===== src/mmuPkg.sv =====
////////////////////////////////////////
// Shared constants of the Sv32 MMU
// Address widths and privilege codes
// Page types, PTE flags, PMP config fields
// Fixed physical memory attribute table
////////////////////////////////////////

package mmuPkg;

  // Virtual and physical address widths
  localparam int xLen   = 32;
  localparam int paBits = 34;

  // Privilege levels as in mstatus.MPP
  localparam logic [1:0] privU = 2'd0;
  localparam logic [1:0] privS = 2'd1;
  localparam logic [1:0] privM = 2'd3;

  // Page type written along with a TLB entry
  localparam logic pageKilo = 1'b0;
  localparam logic pageMega = 1'b1;

  // Sv32 PTE flag positions
  localparam int pteR = 1;
  localparam int pteW = 2;
  localparam int pteX = 3;
  localparam int pteU = 4;
  localparam int pteA = 6;
  localparam int pteD = 7;

  // PMP config byte, permission bits, A field and lock
  localparam int cfgR   = 0;
  localparam int cfgW   = 1;
  localparam int cfgX   = 2;
  localparam int cfgALo = 3;
  localparam int cfgL   = 7;
  localparam logic [1:0] pmpOff   = 2'd0;
  localparam logic [1:0] pmpTor   = 2'd1;
  localparam logic [1:0] pmpNa4   = 2'd2;
  localparam logic [1:0] pmpNapot = 2'd3;

  // PMA attribute bit positions
  localparam int attrR = 0;
  localparam int attrW = 1;
  localparam int attrX = 2;
  localparam int attrC = 3;
  localparam int attrI = 4;
  localparam int attrA = 5;

  ////////////////////////////////////////
  // Region table: boot ROM, peripherals, RAM
  localparam int pmaRegions = 3;
  localparam logic [paBits-1:0] pmaBase [pmaRegions] =
    '{34'h0000_1000, 34'h1000_0000, 34'h8000_0000};
  localparam logic [paBits-1:0] pmaMask [pmaRegions] =
    '{34'h0000_0FFF, 34'h0003_FFFF, 34'h07FF_FFFF};
  // Bits {A, I, C, X, W, R}
  localparam logic [5:0] pmaAttr [pmaRegions] = '{6'b011101, 6'b000011, 6'b111111};

endpackage


===== src/tlb.sv =====
////////////////////////////////////////
// Fully associative Sv32 TLB
// Round-robin fill, flush of all entries
// Kilo and mega page translation
// Page fault checks on a hit
////////////////////////////////////////

`timescale 1ns/1ps

module tlb #(
  parameter int tlbEntries = 8
) (
  input  logic                      clk,
  input  logic                      arstN,
  input  logic                      satpMode,
  input  logic [21:0]               satpPpn,
  input  logic [1:0]                effPrivilege,
  input  logic                      statusMxr,
  input  logic                      statusSum,
  input  logic                      disableTranslation,
  input  logic [mmuPkg::xLen-1:0]   address,
  input  logic                      readAccess,
  input  logic                      writeAccess,
  input  logic                      executeAccess,
  input  logic [mmuPkg::xLen-1:0]   pte,
  input  logic                      pageType,
  input  logic                      tlbWrite,
  input  logic                      tlbFlush,
  output logic [mmuPkg::paBits-1:0] tlbPAdr,
  output logic                      translate,
  output logic                      tlbHit,
  output logic                      tlbMiss,
  output logic                      tlbPageFault
);

  import mmuPkg::*;

  localparam int ptrBits = (tlbEntries > 1) ? $clog2(tlbEntries) : 1;
  localparam logic [ptrBits-1:0] lastSlot = ptrBits'(tlbEntries - 1);

  // Entry storage
  logic [tlbEntries-1:0] entryValid;
  logic [19:0]           entryVpn   [tlbEntries];
  // Root table PPN the entry was filled under
  logic [21:0]           entryRoot  [tlbEntries];
  logic [21:0]           entryPpn   [tlbEntries];
  logic                  entryType  [tlbEntries];
  // Flags packed as {D, A, U, X, W, R}
  logic [5:0]            entryFlags [tlbEntries];
  logic [ptrBits-1:0]    replacePtr;

  // Lookup results
  logic [tlbEntries-1:0] hitVec;
  logic                  anyAccess;
  logic                  anyHit;
  logic [21:0]           hitPpn;
  logic                  hitType;
  logic [5:0]            hitFlags;
  logic                  permFault;

  ////////////////////////////////////////
  // Fill and flush
  ////////////////////////////////////////

  always_ff @(posedge clk or negedge arstN) begin
    if (!arstN) begin
      entryValid <= '0;
      replacePtr <= '0;
    end else begin
      if (tlbFlush) begin
        entryValid <= '0;
      end
      // A fill in the flush cycle survives
      if (tlbWrite) begin
        entryValid[replacePtr] <= 1'b1;
        replacePtr <= (replacePtr == lastSlot) ? '0 : replacePtr + 1'b1;
      end
    end
  end

  // Payload of the slot being filled
  always_ff @(posedge clk) begin
    if (tlbWrite) begin
      entryVpn[replacePtr]   <= address[31:12];
      entryRoot[replacePtr]  <= satpPpn;
      entryPpn[replacePtr]   <= pte[31:10];
      entryType[replacePtr]  <= pageType;
      entryFlags[replacePtr] <= {pte[pteD], pte[pteA], pte[pteU],
                                 pte[pteX], pte[pteW], pte[pteR]};
    end
  end

  ////////////////////////////////////////
  // Associative lookup
  ////////////////////////////////////////

  // VPN[0] only takes part for kilo pages
  for (genvar i = 0; i < tlbEntries; i++) begin : gMatch
    assign hitVec[i] = entryValid[i] && (entryRoot[i] == satpPpn) &&
                       (entryVpn[i][19:10] == address[31:22]) &&
                       ((entryType[i] == pageMega) || (entryVpn[i][9:0] == address[21:12]));
  end

  // One-hot select, so the OR picks the hitting entry
  always_comb begin
    hitPpn   = '0;
    hitType  = 1'b0;
    hitFlags = '0;
    for (int i = 0; i < tlbEntries; i++) begin
      if (hitVec[i]) begin
        hitPpn   = hitPpn | entryPpn[i];
        hitType  = hitType | entryType[i];
        hitFlags = hitFlags | entryFlags[i];
      end
    end
  end

  // Machine mode and bare mode bypass the TLB
  assign translate = satpMode && (effPrivilege != privM) && !disableTranslation;
  assign anyAccess = readAccess || writeAccess || executeAccess;
  assign anyHit    = |hitVec;
  assign tlbHit    = translate && anyAccess && anyHit;
  assign tlbMiss   = translate && anyAccess && !anyHit;

  // Mega pages keep VPN[0] as part of the offset
  assign tlbPAdr = (hitType == pageKilo) ? {hitPpn, address[11:0]} :
                                           {hitPpn[21:10], address[21:0]};

  ////////////////////////////////////////
  // Permission checks
  ////////////////////////////////////////

  assign permFault =
    ((effPrivilege == privS) && hitFlags[3] && !statusSum) ||
    ((effPrivilege == privU) && !hitFlags[3]) ||
    (executeAccess && !hitFlags[2]) ||
    // MXR makes execute-only pages readable
    (readAccess && !(hitFlags[0] || (hitFlags[2] && statusMxr))) ||
    (writeAccess && !hitFlags[1]) ||
    !hitFlags[4] ||
    (writeAccess && !hitFlags[5]);

  assign tlbPageFault = tlbHit && permFault;

  // Duplicate tags would make the OR select garbage
  assert property (@(posedge clk) disable iff (!arstN)
    (translate && anyAccess) |-> $onehot0(hitVec));

endmodule


===== src/pmaChecker.sv =====
////////////////////////////////////////
// Physical memory attribute checker
// Region decode from the fixed table
// Attributes and access faults
////////////////////////////////////////

`timescale 1ns/1ps

module pmaChecker (
  input  logic [mmuPkg::paBits-1:0] physicalAddress,
  input  logic                      readAccess,
  input  logic                      writeAccess,
  input  logic                      executeAccess,
  input  logic                      atomicAccess,
  output logic                      cacheable,
  output logic                      idempotent,
  output logic                      atomicAllowed,
  output logic                      pmaInstrFault,
  output logic                      pmaLoadFault,
  output logic                      pmaStoreFault,
  output logic                      pmaSquash
);

  import mmuPkg::*;

  logic [pmaRegions-1:0] regionHit;
  logic                  anyRegion;
  logic [5:0]            attr;

  // Base compare with the size bits masked off
  for (genvar i = 0; i < pmaRegions; i++) begin : gRegion
    assign regionHit[i] = (physicalAddress & ~pmaMask[i]) == pmaBase[i];
  end

  // Attributes of the matching region, zero when unmapped
  always_comb begin
    attr = '0;
    for (int i = 0; i < pmaRegions; i++) begin
      if (regionHit[i]) begin
        attr = attr | pmaAttr[i];
      end
    end
  end

  assign anyRegion     = |regionHit;
  assign cacheable     = attr[attrC];
  assign idempotent    = attr[attrI];
  assign atomicAllowed = attr[attrA];

  // Atomics count as read and write
  assign pmaInstrFault = executeAccess && (!anyRegion || !attr[attrX]);
  assign pmaLoadFault  = (readAccess || atomicAccess) && (!anyRegion || !attr[attrR]);
  assign pmaStoreFault = (writeAccess || atomicAccess) &&
                         (!anyRegion || !attr[attrW] || (atomicAccess && !attr[attrA]));

  assign pmaSquash = pmaInstrFault || pmaLoadFault || pmaStoreFault;

  // Regions in the table must not overlap
  always_comb begin
    assert ($onehot0(regionHit));
  end

endmodule


===== src/pmpChecker.sv =====
////////////////////////////////////////
// Physical memory protection checker
// OFF, TOR, NA4 and NAPOT matching
// Lowest entry wins, lock applies to M
////////////////////////////////////////

`timescale 1ns/1ps

module pmpChecker #(
  parameter int pmpEntries = 4
) (
  input  logic [mmuPkg::paBits-1:0]           physicalAddress,
  input  logic [1:0]                          effPrivilege,
  input  logic [8*pmpEntries-1:0]             pmpCfg,
  input  logic [mmuPkg::xLen*pmpEntries-1:0]  pmpAddr,
  input  logic                                readAccess,
  input  logic                                writeAccess,
  input  logic                                executeAccess,
  output logic                                pmpInstrFault,
  output logic                                pmpLoadFault,
  output logic                                pmpStoreFault,
  output logic                                pmpSquash
);

  import mmuPkg::*;

  // pmpaddr registers hold address bits 33:2
  logic [xLen-1:0]       paWord;
  logic [pmpEntries-1:0] entryMatch;
  logic [pmpEntries-1:0] entryOn;
  logic                  machine;
  logic                  matched;
  logic [7:0]            winCfg;
  logic                  allowR;
  logic                  allowW;
  logic                  allowX;

  assign paWord  = physicalAddress[paBits-1:2];
  assign machine = (effPrivilege == privM);

  ////////////////////////////////////////
  // Per-entry address match
  ////////////////////////////////////////

  for (genvar i = 0; i < pmpEntries; i++) begin : gEntry
    logic [7:0]      cfg;
    logic [xLen-1:0] addrWord;
    logic [xLen-1:0] lowerBound;
    logic [xLen-1:0] careMask;

    assign cfg      = pmpCfg[8*i +: 8];
    assign addrWord = pmpAddr[xLen*i +: xLen];

    // TOR lower bound comes from the previous entry
    if (i == 0) begin : gFirst
      assign lowerBound = '0;
    end else begin : gRest
      assign lowerBound = pmpAddr[xLen*(i-1) +: xLen];
    end

    // Trailing ones plus one more bit are don't care
    assign careMask = ~(addrWord ^ (addrWord + 1'b1));

    assign entryOn[i] = (cfg[cfgALo +: 2] != pmpOff);

    always_comb begin
      case (cfg[cfgALo +: 2])
        pmpTor:   entryMatch[i] = (paWord >= lowerBound) && (paWord < addrWord);
        pmpNa4:   entryMatch[i] = (paWord == addrWord);
        pmpNapot: entryMatch[i] = ((paWord ^ addrWord) & careMask) == '0;
        default:  entryMatch[i] = 1'b0;
      endcase
    end
  end

  ////////////////////////////////////////
  // Priority and permission
  ////////////////////////////////////////

  // Walk downward so the lowest match is left in winCfg
  always_comb begin
    matched = 1'b0;
    winCfg  = '0;
    for (int i = pmpEntries - 1; i >= 0; i--) begin
      if (entryMatch[i]) begin
        matched = 1'b1;
        winCfg  = pmpCfg[8*i +: 8];
      end
    end
  end

  always_comb begin
    if (matched) begin
      // Unlocked entries do not bind machine mode
      allowR = (machine && !winCfg[cfgL]) || winCfg[cfgR];
      allowW = (machine && !winCfg[cfgL]) || winCfg[cfgW];
      allowX = (machine && !winCfg[cfgL]) || winCfg[cfgX];
    end else begin
      // No match, lower modes pass only when PMP is unused
      allowR = machine || !(|entryOn);
      allowW = allowR;
      allowX = allowR;
    end
  end

  assign pmpInstrFault = executeAccess && !allowX;
  assign pmpLoadFault  = readAccess && !allowR;
  assign pmpStoreFault = writeAccess && !allowW;
  assign pmpSquash     = pmpInstrFault || pmpLoadFault || pmpStoreFault;

endmodule


===== src/mmu.sv =====
////////////////////////////////////////
// Memory management unit, one access port
// Effective privilege and address select
// TLB, PMA and PMP instances
// Fault and squash merge
////////////////////////////////////////

`timescale 1ns/1ps

module mmu #(
  parameter int tlbEntries = 8,
  parameter int pmpEntries = 4
) (
  input  logic                               clk,
  input  logic                               arstN,
  // Access request
  input  logic [mmuPkg::xLen-1:0]            address,
  input  logic [1:0]                         accessSize,
  input  logic                               readAccess,
  input  logic                               writeAccess,
  input  logic                               executeAccess,
  input  logic                               atomicAccess,
  // Privilege and status from the CSR file
  input  logic [1:0]                         privilegeMode,
  input  logic [mmuPkg::xLen-1:0]            satp,
  input  logic                               statusMxr,
  input  logic                               statusSum,
  input  logic                               statusMprv,
  input  logic [1:0]                         statusMpp,
  input  logic                               disableTranslation,
  // TLB fill and flush
  input  logic [mmuPkg::xLen-1:0]            pte,
  input  logic                               pageType,
  input  logic                               tlbWrite,
  input  logic                               tlbFlush,
  // PMP registers
  input  logic [8*pmpEntries-1:0]            pmpCfg,
  input  logic [mmuPkg::xLen*pmpEntries-1:0] pmpAddr,
  // Results
  output logic [mmuPkg::paBits-1:0]          physicalAddress,
  output logic                               tlbHit,
  output logic                               tlbMiss,
  output logic                               tlbPageFault,
  output logic                               instrAccessFault,
  output logic                               loadAccessFault,
  output logic                               storeAccessFault,
  output logic                               squashBusAccess,
  output logic                               cacheable,
  output logic                               idempotent,
  output logic                               atomicAllowed
);

  import mmuPkg::*;

  logic [1:0]        effPrivilege;
  logic [paBits-1:0] addressExt;
  logic [paBits-1:0] tlbPAdr;
  logic              translate;
  logic              misaligned;
  logic              pmaInstrFault;
  logic              pmaLoadFault;
  logic              pmaStoreFault;
  logic              pmaSquash;
  logic              pmpInstrFault;
  logic              pmpLoadFault;
  logic              pmpStoreFault;
  logic              pmpSquash;

  // MPRV applies to loads and stores only
  assign effPrivilege = (statusMprv && !executeAccess) ? statusMpp : privilegeMode;

  assign addressExt = {{(paBits - xLen){1'b0}}, address};

  tlb #(
    .tlbEntries(tlbEntries)
  ) uTlb (
    .clk               (clk),
    .arstN             (arstN),
    .satpMode          (satp[xLen-1]),
    .satpPpn           (satp[21:0]),
    .effPrivilege      (effPrivilege),
    .statusMxr         (statusMxr),
    .statusSum         (statusSum),
    .disableTranslation(disableTranslation),
    .address           (address),
    .readAccess        (readAccess),
    .writeAccess       (writeAccess),
    .executeAccess     (executeAccess),
    .pte               (pte),
    .pageType          (pageType),
    .tlbWrite          (tlbWrite),
    .tlbFlush          (tlbFlush),
    .tlbPAdr           (tlbPAdr),
    .translate         (translate),
    .tlbHit            (tlbHit),
    .tlbMiss           (tlbMiss),
    .tlbPageFault      (tlbPageFault)
  );

  // Translated address, else the zero-extended virtual one
  assign physicalAddress = translate ? tlbPAdr : addressExt;

  ////////////////////////////////////////
  // Physical checks
  ////////////////////////////////////////

  pmaChecker uPma (
    .physicalAddress(physicalAddress),
    .readAccess     (readAccess),
    .writeAccess    (writeAccess),
    .executeAccess  (executeAccess),
    .atomicAccess   (atomicAccess),
    .cacheable      (cacheable),
    .idempotent     (idempotent),
    .atomicAllowed  (atomicAllowed),
    .pmaInstrFault  (pmaInstrFault),
    .pmaLoadFault   (pmaLoadFault),
    .pmaStoreFault  (pmaStoreFault),
    .pmaSquash      (pmaSquash)
  );

  pmpChecker #(
    .pmpEntries(pmpEntries)
  ) uPmp (
    .physicalAddress(physicalAddress),
    .effPrivilege   (effPrivilege),
    .pmpCfg         (pmpCfg),
    .pmpAddr        (pmpAddr),
    .readAccess     (readAccess),
    .writeAccess    (writeAccess),
    .executeAccess  (executeAccess),
    .pmpInstrFault  (pmpInstrFault),
    .pmpLoadFault   (pmpLoadFault),
    .pmpStoreFault  (pmpStoreFault),
    .pmpSquash      (pmpSquash)
  );

  assign instrAccessFault = pmaInstrFault || pmpInstrFault;
  assign loadAccessFault  = pmaLoadFault || pmpLoadFault;
  assign storeAccessFault = pmaStoreFault || pmpStoreFault;
  assign squashBusAccess  = pmaSquash || pmpSquash;

  // Size 3 has no meaning on RV32
  assign misaligned = ((accessSize == 2'd1) && address[0]) ||
                      ((accessSize == 2'd2) && (address[1:0] != 2'b00)) ||
                      (accessSize == 2'd3);

  // Faults feed the trap logic every cycle
  assert property (@(posedge clk) disable iff (!arstN)
    !$isunknown({instrAccessFault, loadAccessFault, storeAccessFault}));

  // Core traps misaligned data accesses before they get here
  assert property (@(posedge clk) disable iff (!arstN)
    (readAccess || writeAccess || atomicAccess) |-> !misaligned);

endmodule


===== config.mk =====
export PLATFORM = sky130hd
export DESIGN_NAME = mmu
export DESIGN_NICKNAME = d
export VERILOG_FILES = /design/src/mmuPkg.sv /design/src/tlb.sv /design/src/pmaChecker.sv /design/src/pmpChecker.sv /design/src/mmu.sv
export SDC_FILE = /design/constraint.sdc
export NUM_CORES = 1
export LEC_CHECK = 0
export ABC_AREA = 1
export ABC_CLOCK_PERIOD_IN_PS = 9400
export BUFFER_PORTS_ARGS = -buffer_cell sky130_fd_sc_hd__buf_2
export CELL_PAD_IN_SITES_DETAIL_PLACEMENT = 0
export CELL_PAD_IN_SITES_GLOBAL_PLACEMENT = 1
export CORE_ASPECT_RATIO = 1.75
export CORE_UTILIZATION = 45
export DETAILED_ROUTE_END_ITERATION = 8
export PLACE_DENSITY = 0.9
export SLEW_MARGIN = 20
export SYNTH_ARGS = -nofsm -noshare
export SYNTH_HDL_FRONTEND = slang
export SYNTH_SLANG_ARGS = --single-unit

===== constraint.sdc =====
create_clock -name clk -period 9.4 [get_ports clk]
set_input_delay 1.88 -clock clk [delete_from_list [all_inputs] [get_ports clk]]
set_output_delay 1.88 -clock clk [all_outputs]
set_load 0.05 [all_outputs]

* After elaboration in Yosys (flattened, before gate mapping)
Memory sizes are Yosys's and may differ from the RTL's.
Index checks and enable logic that the tools add are counted.
** Operators by class
- $add $sub $neg :: 5
- Multipliers :: 0
- Divide/modulo/power cells :: 0
- $lt $le $gt $ge :: 10
- Eq/ne operators :: 47
- Shifts and indexed selects :: 0
- Mux-type cells :: 52
- Bitwise gates (word level) :: 38
- Reduce and logical (&&, ||, !) cells :: 119
** Operators by type and width (number)
- 32-bit bitwise XOR :: 8
- 22-bit two-way mux :: 9
- 22-bit == test :: 8
- 10-bit == test :: 16
- 22-bit bitwise OR :: 7
- 32-bit by 1-bit adder with 32-bit output, second input constant :: 4
- 32-bit bitwise AND :: 4
- 32-bit == test :: 4
- 32-bit zero test :: 4
- 32-bit less-than comparator :: 4
- 32-bit inverter :: 4
- 32-bit >= comparator :: 3
- 6-bit two-way mux :: 9
- 1-bit logical AND :: 52
- 8-bit two-way mux :: 6
- 6-bit bitwise OR :: 7
- 1-bit logical OR :: 35
- 34-bit two-way mux :: 1
- 32-bit by 1-bit >= comparator with 1-bit output, second input constant :: 1
- 22-bit by 1-bit == test with 1-bit output, second input constant :: 1
- 1-bit zero test :: 20
- 2-bit == test, second input constant :: 9
- 1-bit two-way mux :: 18
- 16-bit by 11-bit == test with 1-bit output, second input constant :: 1
- other kinds (19) :: 36
** Word-level totals
- Bits in registers :: 11
- Latch bits :: 0
- Memory bits (writable) :: 568
- Bits in read-only memories :: 0
- Input bits :: 275
- Output and inout port bits :: 44
- Logic and storage cells :: 278
- Memories :: 5
** Memories
- uTlb.entryPpn :: depth 8, width 22, read ports 8, clocked after Yosys merged registers in 0, write ports 1, line tlb.sv:46 : logic [21:0] entryPpn [tlbEntries];
- uTlb.entryRoot :: depth 8, width 22, read ports 8, clocked after Yosys merged registers in 0, write ports 1, line tlb.sv:45 : logic [21:0] entryRoot [tlbEntries];
- uTlb.entryVpn :: depth 8, width 20, read ports 8, clocked after Yosys merged registers in 0, write ports 1, line tlb.sv:43 : logic [19:0] entryVpn [tlbEntries];
- uTlb.entryFlags :: depth 8, width 6, read ports 8, clocked after Yosys merged registers in 0, write ports 1, line tlb.sv:49 : logic [5:0] entryFlags [tlbEntries];
- uTlb.entryType :: depth 8, width 1, read ports 8, clocked after Yosys merged registers in 0, write ports 1, line tlb.sv:47 : logic entryType [tlbEntries];

* Depth between registers and ports, before layout
An unclocked memory read counts as a cell.
- Depth after elaboration :: 39
- Mapped depth :: 40
- Gate-level depth less buffers :: 38

* By module
Synthesis repeated with hierarchy kept, for this count alone.
** Second synthesis, totals
- Cells, all modules :: 4332
- Area total of the unflattened synthesis :: 35171.2 sq um
** Modules (own cells, without submodules)
- tlb :: times used 1, cells each 2805, area each 27466.3 sq um, sequential area each 17331.6 sq um
- pmpChecker :: times used 1, cells each 1360, area each 6875.3 sq um, sequential area each 0.0 sq um
- mmu :: times used 1, cells each 119, area each 608.1 sq um, sequential area each 0.0 sq um
- pmaChecker :: times used 1, cells each 48, area each 221.5 sq um, sequential area each 0.0 sq um

* Worst setup path after synthesis
Ideal clock, no wire load.
- Path kind :: input port to output port
- From :: in address[31] in the netlist's numbering
- To :: out squashBusAccess
- Arrival :: 6.921 ns
- Data required time :: 7.520 ns
- Slack :: 0.599 ns
- Stages on the path :: 28
- Path buffers :: 3
- Cells stage by stage :: buf_2 buf_4 xnor2_1 nand3_1 nor3_1 buf_2 nand4_1 nand2_1 nor2_1 a31oi_1 ha_1 nand2_1 nor3_1 nand2_1 nor4_2 nand2_1 and2_1 nand3_1 inv_1 nor2_1 nand3_1 or2_1 nand2_1 inv_1 nand2_1 nand2_1 nor2_2 nand2_1
** Between the ends
- Elaborated cells on any way between the ends :: 135
- Classes of those cells :: 8 x order compare; 15 x eq/ne; 36 x mux; 22 x bitwise; 54 x reduce/logical
** RTL lines
- from (decl) :: line mmu.sv:17 : input logic [mmuPkg::xLen-1:0] address,
- 10-bit == test :: line tlb.sv:100 : (entryVpn[i][19:10] == address[31:22]) &&
- 1-bit logical AND :: line tlb.sv:99 : assign hitVec[i] = entryValid[i] && (entryRoot[i] == satpPpn) &&
- 1-bit logical AND :: line tlb.sv:100
- 22-bit two-way mux :: line tlb.sv:110 : if (hitVec[i]) begin
- 22-bit bitwise OR :: line tlb.sv:111 : hitPpn = hitPpn | entryPpn[i];
- 22-bit two-way mux :: line tlb.sv:110
- 22-bit bitwise OR :: line tlb.sv:111
- 22-bit two-way mux :: line tlb.sv:110
- [... 6 more ...]
- 22-bit bitwise OR :: line tlb.sv:111
- 22-bit two-way mux :: line tlb.sv:110
- 22-bit bitwise OR :: line tlb.sv:111
- 22-bit two-way mux (*) :: line tlb.sv:110
- 34-bit two-way mux (*) :: line mmu.sv:101 : assign physicalAddress = translate ? tlbPAdr : addressExt;
- named net physicalAddress, one bit :: line mmu.sv:40 : output logic [mmuPkg::paBits-1:0] physicalAddress,
- parallel branches: the longest is 16 deep, another holds 32-bit >= comparator
- 1-bit logical OR (*) :: line mmu.sv:141 : assign squashBusAccess = pmaSquash || pmpSquash;
- to (decl) :: line mmu.sv:47 : output logic squashBusAccess,
Mark *: on every way through the listed nets, which the timed path passes.

* Worst setup path in the final report
- From :: in address[18] in the netlist's numbering
- To :: out squashBusAccess
** Between the ends
- Word-level cells in the longest chain between the ends :: 37
- Elaborated cells on any way between the ends :: 135
- Classes of those cells :: 8 x order compare; 15 x eq/ne; 36 x mux; 22 x bitwise; 54 x reduce/logical
** RTL lines
- 10-bit == test :: line tlb.sv:101 : ((entryType[i] == pageMega) || (entryVpn[i][9:0] == address[21:12]));
- 1-bit logical OR :: line tlb.sv:101
- 1-bit logical AND :: line tlb.sv:100
- 22-bit two-way mux / 1-bit two-way mux (equally long branches) :: line tlb.sv:110
- 22-bit bitwise OR / 1-bit bitwise OR (equally long branches) :: line tlb.sv:111, tlb.sv:112
- 22-bit two-way mux / 1-bit two-way mux (equally long branches) :: line tlb.sv:110
- 22-bit bitwise OR / 1-bit bitwise OR (equally long branches) :: line tlb.sv:111, tlb.sv:112
- 22-bit two-way mux / 1-bit two-way mux (equally long branches) :: line tlb.sv:110
- [... 6 more ...]
- 22-bit bitwise OR / 1-bit bitwise OR (equally long branches) :: line tlb.sv:111, tlb.sv:112
- 22-bit two-way mux / 1-bit two-way mux (equally long branches) :: line tlb.sv:110
- 22-bit bitwise OR / 1-bit bitwise OR (equally long branches) :: line tlb.sv:111, tlb.sv:112
- 22-bit two-way mux / 1-bit two-way mux (equally long branches) :: line tlb.sv:110
- 22-bit two-way mux :: line tlb.sv:126 : assign tlbPAdr = (hitType == pageKilo) ? {hitPpn, address[11:0]} :
- 34-bit two-way mux (*) :: line mmu.sv:101
- parallel branches: the longest is 16 deep, another holds 32-bit >= comparator
- 1-bit logical OR (*) :: line mmu.sv:141
Every way passes the cells marked *.

==> metrics.md <==
| Metric | Value |
|---|---|
| Internal | `around 0.0048 W` |
| Die area | `79040 um^2` |
| Routed WL | `between 100000 and 150000 um` |
| Leak Pwr | `slightly below 20 nW` |
| Share of power burned in the clock network | `between 30 and 40%` |
| Register area share after synthesis | `about half` |
| WL/cell | `22.44 um` |
| Gpl congestion | `just under 1` |
| Grt total ovfl | `0` |
| Crit path required time | `7.52 ns` |
| Net Sw Frac | `a little under a third` |
| Crit end category | `output port` |
| Util after Layout | `about 54%` |
| Top cells by area, synth | `edfxtp_1, nand2_1, inv_1` |
| Highest clock rate | `109.7 MHz` |
| Worst path most repeated cell | `nand2_1` |
| Max Root-Sink Buffers | `3` |
| Global-route wire length before repair | `slightly below 200000 um` |
| Number of global-route vias before repair | `between 30000 and 40000` |
| Die Ht | `around 370 um` |
| Top-area cell type share of the netlist area | `approximately half` |
| Top post-synthesis cells by count | `nand2_1, inv_1, edfxtp_1, nor2_1, nand4_1` |
| Hold_buf cts | `0` |
| HPWL after DPL | `107000 um` |
| DR DRC count | `0` |
| Maximum fanout along the worst path | `14` |
| Flops & latches, synth | `579` |
| Asr flop ratio synth | `1.900%` |
| Logic pwr share | `20.5%` |
| Max cap viols | `0` |
| Vias/cell | `5.318` |
| DR pass1 iterations | `8` |
| Layout cells sized above 1 | `between 10% and 20%` |
| Nets | `5367` |
| Core area | `~77000 um^2` |
| Worst Slack Setup Final | `between 0.2 and 0.3 ns` |
| Critical path launch point type | `input port` |
| Setup violators final | `0` |
| Actual slew at the worst max-slew pin | `1.076 ns` |
| Hold depth | `2` |
| Count of cell types in the netlist | `slightly below 60` |
| Initial Utilization | `45.40%` |
| Power density over cell area | `165.7 nW/um^2` |
| Syn_area_per_cell | `7.977 um^2` |
| Predominant post-synthesis flop cell | `edfxtp_1` |
| Layout fillers | `7380` |
| Worst-Skew Late Latency | `~0.62 ns` |
| Total power | `0.006890 W` |
| FF-to-FF path depth | `4` |
| Worst vdd rail ir drop | `roughly 0.00018 V` |
| CTS tree | `done` |
| Final TNS setup | `0 ns` |
| Syn_nets | `around 4800` |
| Clock H-tree levels | `2` |
| Most numerous cell in the Yosys netlist | `nand2_1` |
| Period utilisation layout | `96.98%` |
| Inserted Clock Buffers | `50` |
| Sw Pwr | `0.002081 W` |
| Critical Path AT | `approximately 7.2 ns` |
| Post-route ant nets | `0` |
| Synth Warn # | `0` |
| Slew Limit Fails | `0` |
| Cells after DPL | `approximately 5900` |
| Gate Count Post-Synth | `4393` |
| Reg area | `17330 um^2` |
| CTS root buf | `clkbuf_16` |
| Initial antenna violation count | `17` |
| Clk slew on worst S/H paths | `0.07 ns` |
| # rows | `135` |
| Synth area leader | `edfxtp_1` |
| Synth Cell Area | `35040 um^2` |
| Worst Hold Class | `reg -> reg` |
| I/O Pins | `319` |
| Clk_skew | `0.01551 ns` |
| Max_slew headroom | `28.27%` |
| Via count | `~32000` |
| Sequential power share | `~47%` |
| CP max stage cell | `o21bai_2` |
| CP peak stage delay | `~0.46 ns` |
| Post-synth EDFFs | `568` |
| Die width | `213.0 um` |
| RSZ-0062 raised after global routing | `false` |
| Status | `completed` |
| Final hold violation count | `0` |
| Synth-to-Final Area Change | `18.65%` |
| Clock sink total | `579` |
| DP Worst Slack | `0.3394 ns` |
| WS Path Type | `in -> out` |
| Port Buffers | `291` |
| GR Util All Layers | `34.13%` |
| Maximum number of pins on one net before global-route repair | `65` |
| 1st-iter DRT viols | `2318` |
| Post-route non-filler standard cell count | `6023` |
| Fin crit period | `9.116 ns` |
| Multi-input gate area | `14570 um^2` |
[critical path: cells and delay by family]
family                     cells  cell delay (ns)
AOI/OAI and AO/OA              2             0.53
adders and majority gates      1             0.14
buffers and inverters         10             1.64
and+or+nand+nor               28             3.02
[cells by family (layout without fill, tap and decap cells)]
logic type	count (synthesis)	in the layout	synth area share, %
other cells	0	8	0
buf+inv	799	1394	9.233
simple gates	2517	2517	29.74
compound gates	305	305	5.209
flops	579	579	49.46
fa+ha+maj	143	143	5.106
xor+xnor	49	49	1.225
mux	1	1	0.02856
[worst paths after layout]
kind / slack, ns / from / to
min reg2reg: 0.58 / uTlb.entryValid[1]$_DFF_PN0_ / uTlb.entryValid[1]$_DFF_PN0_
max in group asynchronous: 8.05 / arstN / uTlb.entryValid[4]$_DFF_PN0_
min: 0.58 / uTlb.entryValid[1]$_DFF_PN0_ / uTlb.entryValid[1]$_DFF_PN0_
max: 0.28 / address[18] / squashBusAccess
min in group asynchronous: 1.14 / arstN / uTlb.entryValid[0]$_DFF_PN0_
max reg2reg: 6.54 / uTlb.replacePtr[0]$_DFFE_PN0P_ / uTlb.entryPpn[4][6]$_DFFE_PP_
[stage by stage]
stage / hold slack (ns) / cell area (um^2)
5_1_grt: 0.6310 / 41570
3_5_place_dp: 0.5616 / 39780
2_1_floorplan: 0.5215 / 35040
4_1_cts: 0.5797 / 41500
6_report: 0.5824 / 41580
3_3_place_gp: 0.5544 / 39780
[cells in the final DEF, fill, tap and decap left out, types with 12 or more instances in the layout]
cell type  Yosys  final
nor2_4         4     12
edfxtp_1     568    568
nand2_1     1495   1495
o21ai_1       19     19
inv_2         43     43
buf_12         0     24
nor2_1       568    557
o22ai_1       21     21
buf_4         39    267
xnor2_1       32     32
nand4_1      150    150
clkinv_2       1     12
o21ai_0      101    100
nor3_1        72     72
nand3b_1      22     22
o211ai_1      15     15
nand3_1      148    147
buf_2         26    287
ha_1         143    143
inv_1        676    675
clkbuf_16      0     51
a21oi_1       88     88
xor2_1        17     17
[what timing repair did]
| item | 4_1_cts | 5_1_grt |
|---|---|---|
| gates resized for setup | 0 | 12 |
| setup endpoints to repair | 0 | 2 |
| buffers inserted | 0 | 1 |
[power groups by stage]
stage	registers, W	clock network (W)	logic, W
floorplan	0.00331	0	0.000788
detailed placement	0.00331	0	0.00140
global route	0.00328	0.00230	0.00154
finish	0.00326	0.00221	0.00142
global placement	0.00330	0	0.00138
CTS	0.00326	0.00223	0.00141
[sequential cells by signal, indices dropped and copies added, names as in the netlist]
signal	count
uTlb.entryRoot	176
uTlb.entryVpn	160
uTlb.entryPpn	176
uTlb.entryValid	8
uTlb.entryType	8
uTlb.replacePtr	3
uTlb.entryFlags	48
[metal layers]
metal	share of wire, %	vias to the layer above	GRT usage (%)
met5	0.058	-	0
met4	11	12	32.62
met3	5.9	525	4.544
met2	51	1371	61.94
met1	32	14780	32.56
li1	-	15350	-
[cell type report]
cell class                      instances  share of cell area, %
Antenna cell                            8                0.04815
Sequential cell                       579                  41.68
Timing Repair Buffer                  581                  9.485
Clock inverter                         34                 0.9780
Multi-Input combinational cell       3015                  35.04
Inverter                              722                  6.530
Clock buffer                           57                  3.148
Tap cell                             1027                  3.090
Power figures use the tool's default switching activity.
